$ cat config.mk
export PLATFORM = sky130hd
export DESIGN_NAME = result_stage
export DESIGN_NICKNAME = d
export VERILOG_FILES = /design/src/result_stage.sv
export SDC_FILE = /design/constraint.sdc
export NUM_CORES = 1
export LEC_CHECK = 0
export BUFFER_PORTS_ARGS = -buffer_cell sky130_fd_sc_hd__buf_4
export CORE_ASPECT_RATIO = 0.75
export CORE_MARGIN = 5
export CORE_UTILIZATION = 36
export CTS_CLUSTER_DIAMETER = 30
export CTS_CLUSTER_SIZE = 30
export DETAILED_ROUTE_END_ITERATION = 8
export PLACE_DENSITY = 0.86
export SYNTH_ARGS = -nofsm -noshare
export SYNTH_HDL_FRONTEND = slang
export SYNTH_SLANG_ARGS = --single-unit
$ cat constraint.sdc
create_clock -name clk -period 1 [get_ports clk]
set_clock_uncertainty 0.2 [all_clocks]
set_input_delay 0.15 -clock clk [delete_from_list [all_inputs] [get_ports clk]]
set_output_delay 0.15 -clock clk [all_outputs]
set_load 0.01 [all_outputs]
$ cat src/result_stage.sv
`timescale 1ns/1ps

module result_stage #(
    parameter int ACC_W = 40
) (
    input  logic             clk,
    input  logic             rst_n,
    input  logic             done,
    input  logic [ACC_W-1:0] exe_result,
    input  logic             exe_bad,
    input  logic             req,
    output logic             ack,
    output logic [ACC_W-1:0] result,
    output logic             illegal
);

    // Ack handshake and the illegal flag.
    always_ff @(posedge clk or negedge rst_n) begin
        if (!rst_n) begin
            ack     <= 1'b0;
            illegal <= 1'b0;
        end else if (done) begin
            ack     <= 1'b1;
            illegal <= exe_bad;
        end else if (ack && !req) begin
            ack <= 1'b0;  // Requester has let go.
        end
    end

    // Result holds until the next command completes.
    always_ff @(posedge clk) begin
        if (done) begin
            result <= exe_result;
        end
    end

endmodule

### Word-level counts from Yosys, hierarchy flattened

Index checks and enable logic that the tools add are counted.
Widths: inputs -> output; s select.

* $add $sub $neg: 0
* $mul: 0
* divide/modulo/power cells: 0
* order comparisons: 0
* equal/unequal tests: 0
* shift operators: 0
* muxes and demuxes: 2
* bitwise gates (word level): 0
* reduce and logical (&&, ||, !) cells: 3

Operators with widths (number)
* $mux 1: 2
* $reduce_bool 2->1: 1
* $logic_and 1x1->1: 1
* $logic_not 1->1: 1

* bits in registers: 42
* latch bits: 0
* RAM bits: 0
* bits in read-only memories: 0
* input bits: 45
* output and inout port bits: 42
* word-level logic and storage cells: 8
* memories: 0

### Depth between registers and ports, before layout

* depth after elaboration: 4
* gate-level depth with buffers: 1
* mapped depth without buffers: 1

### Worst setup path after synthesis

No wires, ideal clock.

* path type: flip-flop to flip-flop
* from: reg illegal (netlist name)
* to: reg illegal
* setup time: 125 ps
* arrival: 654 ps
* data required time: 675 ps
* slack: 21 ps
* stages on the path, launching flop included: 2
* buffers on the path: 0
* period minus slack after synthesis: 979 ps
* cell sequence: dfrtp_1 > mux2_4

RTL lines
* end signal: assignment: RTL line 21 `illegal <= 1'b0;`
* end signal: assignment: RTL line 24 `illegal <= exe_bad;`
* end: declaration: RTL line 14 `output logic illegal`

### Final worst setup path

* from: reg result[10]
* to: out result[10]

RTL lines
* start: declaration: RTL line 13 `output logic [ACC_W-1:0] result,`
* start signal: assignment: RTL line 33 `result <= exe_result;`

No word-level cell between the ends.

==> flow_summary.toml <==
[status]
status = "finished, violations left"
violations = "negative hold slack, negative setup slack"

[global_routing]
grt_max_degree = 18
met2_usage_pct = 31.1
grt_usage_pct = 17.4
top_usage_layer = "met2"
grt_overflow = 0
antenna_found_initial = 0
grt_use_met3_pct = 8.48
grt_pass1_vias = 1083
met1_usage_pct = 18.8
grt_pass1_wl_um = 5890

[detailed_routing]
drt.antenna.violating_nets = 0
drt_iter0_drc = 26
wirelength_um = 3950
post_drt_wl_per_cell_um = 17.5
drt_pass1_iterations = 4
via_per_inst = 4.35
num_vias = 978
drc = 0

[layout]
fillCellCount = 170
final_common_cell = "buf_4"
final_cell_mix = "buf_4, dlygate4sd3_1, edfxtp_1"
n_antenna_cell = 0
utilization_pct = 79.5
area_growth_pct = 109
seq_area_um2 = 1250
layout-drive-gt1-share_pct = 54.1
multi_input_area_um2 = 23.8
fin_nets = 229
final_cells = 225

[synth]
avgSynthCellArea_um2 = 29.0
syn_nets = 89
ys_seq_area_share_pct = 98.1
ys_seq_elements = 42
ys_warn_count = 0
synthTopCellsByArea = "edfxtp_1, dfrtp_1, mux2_4"
syn_inst = 44
yosys.area.top_type = "edfxtp_1"
synth.distinct_cells = 4
synth_top_area_share_pct = 94.2
synth.cell_area_um2 = 1270

[setup_path]
crit_path_start_kind = "flop"
cp_num_buf_inv = 1
path_class = "reg2out"
slowest_delay_ns = 0.43
end_kind = "output port"
reg2reg_depth = 2
crit_family = "flip-flops"
r2r_slack_ns = -0.12
path_cells = "buf_6"
crit_required_ns = 0.65
rr_endpoint = "illegal$_DFFE_PN0P_"
path_max_fanout = 1
reg2reg_from = "illegal$_DFFE_PN0P_"
arrival_ns = 0.86
crit_path_top_delay_cell = "edfxtp_1"

[pwr]
combPwrFrac_pct = 18.3
powerDensity_nw_per_um2 = 1440
vdd_drop_max_mv = 1.42
leakagePower_uw = 0.00114
p_clk_share_pct = 25.7
p_int_uw = 3030
switching_share_pct = 21.0
power_frac_seq_pct = 56.1
switchingPower_uw = 808

[floorplan]
ios = 87
chipWidth_um = 78.7
die-height_um = 61.5
core_um2 = 3360
initial_core_util_pct = 38.0
die_area_um2 = 4840
rows = 18

[placement]
hpwlAfterDp_um = 2350
place_inst = 174
io_buffers = 86
gp_congestion = 0.689

[min_path]
hold_path_depth = 2
worstHoldStart = "req"
hold_path_class = "in2reg"
min_to = "ack$_DFFE_PN0P_"

[clock_tree]
hold_buffers = 41
clkTransAtPathRegs_ns = 0.07
cts_buffers = 5
clock_sinks = 42
cts_htree_levels = 2
tritoncts = "yes"
cts_root_buffer = "clkbuf_8"
cts_buffer_depth = 2
clk_latency_ns = 0.28

[timing]
setup_viol_count_final = 48
max_slew_margin_pct = 85.9
hold_violations = 4
hold_ws_ns = -0.116
period_needed_ns = 1.21
slew_violations = 0
fmax_mhz = 826
tightest_slew_ns = 0.212
rsz0062_at_grt = "yes"
fin_crit_sh_pct = 121
layout_setup_ws_ns = -0.211

[run]
max-cap-violations = 0
## worst max path at each step
stage,from,end,slack [ns],depth (start not counted)
4_1_cts,result[35]$_DFFE_PP_,result[35],-0.20,1
2_1_floorplan,illegal$_DFFE_PN0P_,illegal$_DFFE_PN0P_,0.02,1
6_report,result[10]$_DFFE_PP_,result[10],-0.21,1
3_3_place_gp,done,result[12]$_DFFE_PP_,-0.05,2
5_1_grt,result[0]$_DFFE_PP_,result[0],-0.24,1
3_5_place_dp,done,result[12]$_DFFE_PP_,-0.07,2
## cells by family after synthesis
kind of cell	share of synthesized area, %
flip-flops	98.1
AO/OA/AOI/OAI	0.687
multiplexers	1.18
## routing by layer
layer / wire length, um / part of all wire [%] / vias to the layer above
met2: 2020 / 51 / 63
met5: 0 / 0 / -
met3: 457 / 12 / 6
li1: - / - / 456
met4: 48 / 1.2 / 0
met1: 1420 / 36 / 453
## Yosys cell counts, drive strengths merged
cell type	number
edfxtp	40
dfrtp	2
a21o	1
mux2	1
## power groups by stage
stage                     sequential [uW]  combinational, uW  clock (uW)
final                                2150                702         986
after CTS                            2140                662        1020
after detailed placement             2160                481           0
after floorplan                      2230               9.29           0
after global routing                 2160                743        1090
after global placement               2150                468           0
## flip-flops by register name, summed over array words and instances (netlist names)
| name | flops |
|---|---|
| ack | 1 |
| illegal | 1 |
| result | 40 |
## worst register-to-register path: stages, from the launching register on
cell and delay, ns:
dfrtp_1 0.42, buf_6 0.13, mux2_4 0.26
## final cells by class
class | count | area share [%]
Timing Repair Buffer | 133 | 47.3
Sequential cell | 42 | 46.9
Clock buffer | 6 | 2.72
Tap cell | 40 | 1.88
Clock inverter | 2 | 0.328
Multi-Input combinational cell | 2 | 0.891
## metrics by stage
stage	worst slack [ns]	hold WS (ns)	TNS, ns	cell area [um2]	total power [uW]
4_1_cts	-0.198	-0.124	-6.82	2610	3820
5_1_grt	-0.243	-0.125	-8.19	2670	3990
6_report	-0.211	-0.116	-6.80	2670	3840
2_1_floorplan	0.0207	-0.346	0	1270	2240
3_3_place_gp	-0.0529	-0.268	-1.33	2010	2620
3_5_place_dp	-0.0669	-0.266	-1.77	2010	2640
## what timing repair did
item	in CTS	in global routing
gates resized for setup	27	13
setup endpoints to repair	42	45
buffers inserted	1	2
endpoints found under the hold margin	44	4
pin swaps	0	1
Power figures use the tool's default switching activity.
