$ cat src/approx_mac_pkg.sv
package approx_mac_pkg;

    // Operand and full product widths. The multiplier is wired for these.
    localparam int data_w = 16;
    localparam int prod_w = 32;

    // Command codes. Codes 5 to 7 are illegal.
    typedef enum logic [2:0] {
        op_mul_exact  = 3'd0,
        op_mul_approx = 3'd1,
        op_mac_approx = 3'd2,  // Accumulate approximate product.
        op_err_dist   = 3'd3,  // Exact minus approximate.
        op_acc_clr    = 3'd4
    } opcode_t;

    // Command acceptance state in the decoder.
    typedef enum logic {
        st_idle = 1'b0,
        st_busy = 1'b1
    } decode_state_t;

endpackage
$ cat src/op_decode.sv
`timescale 1ns/1ps

module op_decode (
    input  logic                              clk,
    input  logic                              rst_n,
    input  logic                              req,
    input  approx_mac_pkg::opcode_t           op,
    input  logic [approx_mac_pkg::data_w-1:0] a,
    input  logic [approx_mac_pkg::data_w-1:0] b,
    input  logic                              ack,
    output logic                              issue,
    output logic [approx_mac_pkg::data_w-1:0] opa,
    output logic [approx_mac_pkg::data_w-1:0] opb,
    output logic                              sel_approx,
    output logic                              acc_en,
    output logic                              acc_clr,
    output logic                              err_mode,
    output logic                              bad_op
);

    approx_mac_pkg::decode_state_t state;
    logic ack_seen;  // Ack went high for the command in flight.
    logic accept;
    logic accept_q;  // Operands latched on the previous edge.

    assign accept = (state == approx_mac_pkg::st_idle) && req;

    always_ff @(posedge clk or negedge rst_n) begin
        if (!rst_n) begin
            state    <= approx_mac_pkg::st_idle;
            issue    <= 1'b0;
            accept_q <= 1'b0;
            ack_seen <= 1'b0;
        end else begin
            accept_q <= accept;
            issue    <= accept_q;
            case (state)
                approx_mac_pkg::st_idle: begin
                    ack_seen <= 1'b0;
                    if (req) state <= approx_mac_pkg::st_busy;
                end
                approx_mac_pkg::st_busy: begin
                    if (ack) begin
                        ack_seen <= 1'b1;
                    end else if (ack_seen) begin
                        state <= approx_mac_pkg::st_idle;  // Handshake closed.
                    end
                end
                default: state <= approx_mac_pkg::st_idle;
            endcase
        end
    end

    always_ff @(posedge clk) begin
        if (accept) begin
            opa <= a;
            opb <= b;
        end
    end

    always_ff @(posedge clk or negedge rst_n) begin
        if (!rst_n) begin
            sel_approx <= 1'b0;
            acc_en     <= 1'b0;
            acc_clr    <= 1'b0;
            err_mode   <= 1'b0;
            bad_op     <= 1'b0;
        end else if (accept) begin
            sel_approx <= 1'b0;
            acc_en     <= 1'b0;
            acc_clr    <= 1'b0;
            err_mode   <= 1'b0;
            bad_op     <= 1'b0;
            case (op)
                approx_mac_pkg::op_mul_exact:  ;
                approx_mac_pkg::op_mul_approx: sel_approx <= 1'b1;
                approx_mac_pkg::op_mac_approx: begin
                    sel_approx <= 1'b1;
                    acc_en     <= 1'b1;
                end
                approx_mac_pkg::op_err_dist:   err_mode <= 1'b1;
                approx_mac_pkg::op_acc_clr:    acc_clr  <= 1'b1;
                default:                       bad_op   <= 1'b1;
            endcase
        end
    end

endmodule

$ cat config.mk
export PLATFORM = sky130hd
export DESIGN_NAME = op_decode
export DESIGN_NICKNAME = d
export VERILOG_FILES = /design/src/approx_mac_pkg.sv /design/src/op_decode.sv
export SDC_FILE = /design/constraint.sdc
export NUM_CORES = 1
export LEC_CHECK = 0
export BUFFER_PORTS_ARGS = -buffer_cell sky130_fd_sc_hd__buf_2
export CAP_MARGIN = 20
export CORE_MARGIN = 8
export CORE_UTILIZATION = 38
export CTS_CLUSTER_SIZE = 30
export DETAILED_ROUTE_END_ITERATION = 12
export PLACE_DENSITY = 0.74
export REMOVE_ABC_BUFFERS = 1
export SYNTH_ARGS = -nofsm -noshare
export SYNTH_HDL_FRONTEND = slang
export SYNTH_SLANG_ARGS = --single-unit
$ cat constraint.sdc
create_clock -name clk -period 1.3 [get_ports clk]
set_input_delay 0.065 -clock clk [delete_from_list [all_inputs] [get_ports clk]]
set_output_delay 0.065 -clock clk [all_outputs]
set_load 0.02 [all_outputs]
# ---- After elaboration in Yosys (flattened, before gate mapping)
# Index checks and enable logic that the tools add are counted.
dict set report classes {
  eq_ne 5
  muxes 11
  bitwise 1
  reduce_logical 4
}
# cell n
set ops {}
lappend ops {{two-way mux 1 bit} 9}
lappend ops {{== test 3 x 2 -> 1 bit (second input constant)} 2}
lappend ops {{OR reduction 5 bit} 1}
lappend ops {{one-hot mux 1 bit (2 select lines)} 2}
lappend ops {{== test 3 x 1 -> 1 bit (second input constant)} 1}
lappend ops {{== test 3 bit (second input constant)} 1}
lappend ops {{zero test 3 bit} 1}
lappend ops {{inequality test 2 bit (second input constant)} 1}
lappend ops {{OR reduction 2 bit} 1}
lappend ops {{logical AND 1 bit} 1}
lappend ops {{inverter 1 bit} 1}
dict set report totals {
  regBits 41
  in_bits 39
  out_inout_bits 38
}

# ---- Depth between registers and ports, before layout
# Gate-level depths: netlist (run 1).
dict set report depth {
  word_depth 3
  mapped_depth 3
  ltp_nobuf 3
}

# ---- Worst setup path before layout (run 1)
# OpenSTA, ideal clock, no wires.
dict set report synth_path {
  path_kind {register -> register}
  from {register state}
  to {register opa[0] in the netlist's numbering, enable pin}
  arrival_ns 0.966
  required_ns 0.926
  slack_ns -0.039
  path_stages_with_launch 3
  n_path_buf 0
  period_less_slack_ns 1.339
  path_cell_list {dfrtp_1 -> nand2b_4 -> inv_2}
}
dict set report synth_via {
  elab_chain_len 2
}
# element line_no
set synth_rtl {}
lappend synth_rtl {{start: declaration} op_decode.sv:21} ;# approx_mac_pkg::decode_state_t state;
lappend synth_rtl {{start signal: assignment} op_decode.sv:30} ;# state <= approx_mac_pkg::st_idle;
lappend synth_rtl {{start signal: assignment} op_decode.sv:40} ;# if (req) state <= approx_mac_pkg::st_busy;
lappend synth_rtl {{start signal: assignment} op_decode.sv:46} ;# state <= approx_mac_pkg::st_idle;
lappend synth_rtl {{inverter 1 bit} op_decode.sv:26} ;# assign accept = (state == approx_mac_pkg::st_idle) && req;
lappend synth_rtl {{logical AND 1 bit} op_decode.sv:26}
lappend synth_rtl {{via accept} op_decode.sv:23} ;# logic accept;
lappend synth_rtl {{end signal: assignment} op_decode.sv:56} ;# opa <= a;
lappend synth_rtl {{end: declaration} op_decode.sv:12} ;# output logic [approx_mac_pkg::data_w-1:0] opa,
# The timed path passes the listed nets, and every way through them passes these cells.
# A chain may end at the register's enable or synchronous reset.

# ---- Worst setup path after layout (run 1)
dict set report layout_path {
  from {register state}
  to {register opb[7] in the netlist's numbering, enable pin}
}
dict set report layout_via {
  elab_chain_len 2
}
# element line_no
set layout_rtl {}
lappend layout_rtl {{inverter 1 bit} op_decode.sv:26}
lappend layout_rtl {{logical AND 1 bit} op_decode.sv:26}
lappend layout_rtl {{via accept} op_decode.sv:23}
lappend layout_rtl {{end signal: assignment} op_decode.sv:57} ;# opb <= b;
lappend layout_rtl {{end: declaration} op_decode.sv:13} ;# output logic [approx_mac_pkg::data_w-1:0] opb,
# The timed path passes the listed nets, and every way through them passes these cells.

==> flow_summary.toml, run 1 <==
[run_status]
status = "completed"

[route]
dr.pass1.iters = 4
wl_mm = 3.53
via_per_inst = 4.27
vias = 964
drc = 0
wl_per_cell_um = 15.6
ant_nets = 0
drt_iter0_drc = 59

[die]
die_area_um2 = 5620
core_area_um2 = 3340
die_x_um = 75.0
ios = 77
start_util_pct = 39.6
rows = 21
die_y_um = 75.0

[critical_path]
slowest_delay_ns = 0.46
worst_ep_arrival_time_ns = 1.25
rrSetupSlack_ns = 0.09
cp-start-kind = "flip-flop"
crit_type = "reg2reg"
cp-startpoint = "state$_DFF_PN0_"
cp.required_ns = 1.33
path_max_fanout = 34
end_kind = "flip-flop"
r2r_end = "opb[7]$_DFFE_PP_"
crit_chain = "nand2b_4, inv_2, buf_12"
r2r_start = "state$_DFF_PN0_"
r2r_cells = 3
cp_slowest_cell = "dfrtp_1"

[cts]
clockBufferDepth = 2
cts_tree = "yes"
cts_hold_buf = 36
cts_setup_buffers = 0
root_buffer = "clkbuf_4"
clk_pin_slew_ns = 0.11
clk_latency_ns = 0.32
numCtsBuffers = 5
htreeDepth = 2
cts_resized = 0
cts.sinks = 41

[logic_synthesis]
synth.distinct_cells = 16
ys_seq_area_share_pct = 89.7
yosysWarnings = 0
postSynthRegisterBits = 41
syn_area_um2 = 1320
synth_top_area_share_pct = 72.7
synth.area.top_cells = "edfxtp_1 (73%), dfrtp_1 (17%), a22o_2 (1.5%), a22o_1 (1.3%), nand2b_4 (1.0%)"
syn_area_per_cell_um2 = 22.4
synthCells = 59
yosysTopAreaCell = "edfxtp_1"

[sta]
period_needed_ns = 1.21
setup_slack_ns = 0.0869
slew_headroom_pct = 82.5
hold_viol_final = 0
max_slew.worst_pin.slew_ns = 0.258
hold_ws_ns = 0.0333
skew_ns = 0.00524
finalMaxSlewViolations = 0
setup_viol = 0
fin_crit_sh_pct = 93.3
max_freq_mhz = 824
rsz0062_at_grt = "false"
timing.setup.tns_ns = 0

[power_and_ir_drop]
switching_share_pct = 29.7
p_leak_nw = 0.983
vdd_drop_max_uv = 632
p_int_w = 0.00240
power_frac_comb_pct = 26.8
power.share.sequential_pct = 53.5
p_clk_share_pct = 19.8
switching_power_w = 0.00102
cellPowerDensity_nw_per_um2 = 1550

[place]
place.gp.congestion = 0.717
placedCellCount = 182
place_ws_ns = 0.0906
numPortBuffers = 76

[final_layout]
drive_above_1_share_pct = 49.4
antennaDiodeCount = 0
num-fill-cells = 227
nets = 218
layout-area-overhead-vs-synth_pct = 67.2
fin_cells = 226

[global_route]
grt_pass1_vias = 1009
track_usage_pct = 12.8
antenna_found_initial = 0
grt_pass1_wl_mm = 5.15
grt_overflow_total = 0
grt_max_degree = 35

[worst_hold_path]
hp-class = "in2reg"
holdPathStages = 3
hold_end = "state$_DFF_PN0_"
hold_start = "req"

[flow_run]
max_cap_viol_count = 0
[metrics by stage]
stage / total power, W / area [um^2] / util, %
global route: 0.00358 / 2210 / 66.3
detailed placement: 0.00269 / 1780 / 53.4
global placement: 0.00266 / 1780 / 53.4
CTS: 0.00345 / 2210 / 66.3
finish: 0.00342 / 2210 / 66.3
floorplan: 0.00231 / 1320 / -
[cells in the mapped netlist (all sizes together)]
cell type  number
edfxtp         32
dfrtp           9
a22o            4
inv             4
a31oi           1
and4bb          1
mux2i           1
nand2b          1
nor2            1
nor3b           1
nor4b           1
o21a            1
o21ai           1
xor2            1
[layout by cell type (no fill, tap or decap)]
cell            n
nor4b_1         1
clkinv_2        1
inv_2           1
clkbuf_8        2
o21a_1          1
inv_1           3
buf_2          76
mux2i_1         1
buf_12          1
a22o_1          2
nand2b_4        1
a31oi_1         1
nor3b_1         1
dfrtp_1         9
and4bb_1        1
nor2_1          1
edfxtp_1       32
dlygate4sd3_1  36
a22o_2          2
o21ai_0         1
clkbuf_4        5
xor2_1          1
[worst max-delay path by stage]
| stage | endpoint | cells after the start | slack [ns] |
|---|---|---|---|
| after global routing | opb[7]$_DFFE_PP_ | 3 | 0.01 |
| after CTS | opa[4]$_DFFE_PP_ | 3 | 0.06 |
| after detailed placement | opa[4]$_DFFE_PP_ | 3 | 0.09 |
| after floorplan | opa[0]$_DFFE_PP_ | 2 | -0.04 |
| final | opb[7]$_DFFE_PP_ | 3 | 0.09 |
| after global placement | opa[10]$_DFFE_PP_ | 3 | 0.14 |
[power by group through the flow]
stage / combinational, W / sequential (W) / clock, W
global route: 0.000980 / 0.00186 / 0.000740
floorplan: 0.000197 / 0.00212 / 0
finish: 0.000915 / 0.00183 / 0.000676
global placement: 0.000820 / 0.00184 / 0
CTS: 0.000923 / 0.00182 / 0.000707
detailed placement: 0.000838 / 0.00185 / 0
[logic make-up (layout without fill, tap and decap cells)]
kind of cell,Yosys count,after routing,share of synthesized area [%]
compound gates,7,7,4.26
xor+xnor,1,1,0.662
buf+inv,4,125,1.13
flops,41,41,89.7
mux,1,1,0.757
simple gates,5,5,3.50
[layer usage]
metal	up-vias	GRT usage [%]	routed length (um)
met2	52	21.9	1700
met1	444	13.6	1290
met3	2	5.73	510
li1	466	-	-
met5	-	0	0
met4	0	4.57	19
[sequential cells by signal, indices dropped and copies added (netlist names)]
| signal | flops |
|---|---|
| issue | 1 |
| err_mode | 1 |
| sel_approx | 1 |
| bad_op | 1 |
| acc_clr | 1 |
| opa | 16 |
| ack_seen | 1 |
| accept_q | 1 |
| state | 1 |
| acc_en | 1 |
| opb | 16 |
[critical path, delay by kind of cell, from the launching register on]
kind	cells	cell delay [ns]
buffers and inverters	2	0.27
flip-flops	1	0.46
AND/OR/NAND/NOR	1	0.19
[layout make-up]
class / instances / area (um^2) / share of cell area, %
clock inverters: 1 / 5.00 / 0.226
multi-input cells: 14 / 121 / 5.49
repair buffers: 113 / 761 / 34.4
inverters: 4 / 15.0 / 0.679
well taps: 46 / 57.6 / 2.60
clock buffers: 7 / 65.1 / 2.94
flip-flops and latches: 41 / 1190 / 53.7
(Power assumes the default switching activity.)
==> run 2, diff against run 1 <==
ABC_AREA = 1   (was not set)
==> run 2 against run 1 <==
Compared with the run above:
- clock skew down 0.00082 ns
- cell count up 4.0%
- via count up 4.1%
- clock power down 8.3%
- utilization down 0.94 points
- die area up 0.37%
- worst hold slack worse by 0.0068 ns
- synthesized cell count up 19%
- final area down 1.4%
- total power down 1.3%
- largest cell class unchanged
==> flow_summary.toml, run 2 <==
[logic_synthesis]
synth_edf_count = 32
yosysWarnings = 0
synthCells = 70
synth_common_cells = "edfxtp_1 (32), nand2_1 (10), dfrtp_1 (9), inv_1 (4)"
ys_async_sr_fraction_pct = 22.0
ys.flop_type = "edfxtp_1"
syn_area_per_cell_um2 = 19.0
yosysTopAreaCell = "edfxtp_1"
synth.distinct_cells = 15
synth.area.top_cells = "edfxtp_1 (72%), dfrtp_1 (17%), nand2_1 (2.8%), inv_1 (1.1%), nand2_4 (0.85%)"
syn_area_um2 = 1330
ys_seq_area_share_pct = 89.3
postSynthRegisterBits = 41
synth_top_area_share_pct = 72.3
synth_most_common_cell = "edfxtp_1"

[final_layout]
reg.largest.list = "opa (16), opb (16)"
multi_input_area_um2 = 118
antennaDiodeCount = 0
fin_area_um2 = 2180
nets = 227
final_common_cell = "buf_2"
drive_above_1_share_pct = 47.6
layout-area-overhead-vs-synth_pct = 64.0
seq_area_um2 = 1190
mostFrequentLayoutCells = "buf_2 (76), dlygate4sd3_1 (35), edfxtp_1 (32)"
num-fill-cells = 234
fin_cells = 235

[global_route]
track_usage_pct = 13.3
antenna_found_initial = 0
grt_max_degree = 36
grt_overflow_total = 0
grt_pass1_wl_mm = 5.43
grt_pass1_vias = 1105

[place]
hpwl_mm = 2.46
place.gp.congestion = 0.769
post_dp_cell_area_um2 = 1770
placedCellCount = 192
numPortBuffers = 76

[flow_run]
max_cap_viol_count = 0

[cts]
clockBufferDepth = 2
root_buffer = "clkbuf_4"
clk_pin_slew_ns = 0.11
numCtsBuffers = 5
cts.sinks = 41
cts_setup_buffers = 0
clk_latency_ns = 0.32
cts_tree = "yes"
htreeDepth = 2

[critical_path]
cp-startpoint = "state$_DFF_PN0_"
r2r_start = "state$_DFF_PN0_"
end_kind = "flip-flop"
rrSetupSlack_ns = 0.14
cp-start-kind = "flip-flop"
r2r_end = "opb[14]$_DFFE_PP_"
crit_path_end = "opb[14]$_DFFE_PP_"
path_max_fanout = 35
r2r_cells = 3
cp.required_ns = 1.31
worst_ep_arrival_time_ns = 1.17
crit_type = "reg2reg"

[power_and_ir_drop]
cellPowerDensity_nw_per_um2 = 1550
p_total_w = 0.00338
p_leak_nw = 0.984
vdd_drop_max_uv = 745

[route]
drt_iter0_drc = 83
wl_per_cell_um = 16.0
via_per_inst = 4.27
vias = 1004
drc = 0
wl_met2_mm = 1.93
wl_mm = 3.75
highest_layer = "met4"
routed-wl-met3_um = 505
ant_nets = 0
dr.pass1.iters = 4
met1_length_mm = 1.30

[die]
die_y_um = 75.1
ios = 77
die_x_um = 75.1
rows = 21
core_area_um2 = 3340
die_area_um2 = 5650
start_util_pct = 39.8

[sta]
rsz0062_at_grt = "false"
max_freq_mhz = 865
period_needed_ns = 1.16
finalMaxSlewViolations = 0
timing.setup.tns_ns = 0
setup_viol = 0
slew_headroom_pct = 80.3
fin_crit_sh_pct = 89.0
max_slew.worst_pin.slew_ns = 0.295
skew_ns = 0.00442
hold_viol_final = 0

[worst_hold_path]
holdPathStages = 3
hp-class = "in2reg"

[run_status]
status = "completed"
==> run 2: final cells by class <==
type / instances / area share [%]
flip-flops and latches: 41 / 54.4
repair buffers: 111 / 33.5
multi-input cells: 23 / 5.40
well taps: 46 / 2.64
clock buffers: 6 / 2.35
inverters: 6 / 1.26
clock inverters: 2 / 0.402
==> run 2: repair_timing <==
action | 4_1_cts | 5_1_grt
endpoints found under the setup margin | 0 | 32
hold buffers | 35 | 0
resized for setup | 0 | 1
endpoints found under the hold margin | 44 | 0
==> run 2: metal layers <==
layer  vias up  global-route usage (%)
li1        487                       -
met1       461                    12.8
met2        54                    24.1
met3         2                    5.59
met4         0                    5.97
met5         -                       0
==> run 2: worst min-delay path by stage <==
stage,from,to,slack (ns)
6_report,op[1],acc_en$_DFFE_PN0P_,0.03
5_1_grt,op[1],acc_en$_DFFE_PN0P_,0.02
4_1_cts,op[1],acc_en$_DFFE_PN0P_,0.009
3_5_place_dp,rst_n,accept_q$_DFF_PN0_,-0.08
3_3_place_gp,rst_n,issue$_DFF_PN0_,-0.09
2_1_floorplan,rst_n,acc_clr$_DFFE_PN0P_,-0.23
==> run 2: cells by family (layout without fill, tap and decap cells) <==
kind of cell    Yosys count  after routing  share of synthesized area [%]
flops                    41             41                           89.3
simple gates             18             18                           6.69
buf+inv                   6            125                           1.88
compound gates            5              5                           2.17
==> run 2: through the flow <==
step | hold slack [ns] | util (%) | worst slack (ns)
after global placement | -0.0866 | 52.9 | 0.103
after detailed placement | -0.0818 | 52.9 | 0.0718
after global routing | 0.0244 | 65.3 | 0.0687
after CTS | 0.00869 | 65.2 | 0.0483
after floorplan | -0.231 | - | 0.194
final | 0.0266 | 65.3 | 0.143
==> run 2: critical path, cell delays in order (launching register included) <==
cell and delay (ns):
dfrtp_1 0.40, inv_2 0.08, nand2_4 0.10, inv_6 0.25
==> run 2: power breakdown <==
part           internal (W)  switching [W]
logic              0.000309       0.000610
registers           0.00173       0.000103
clock network      0.000255       0.000365
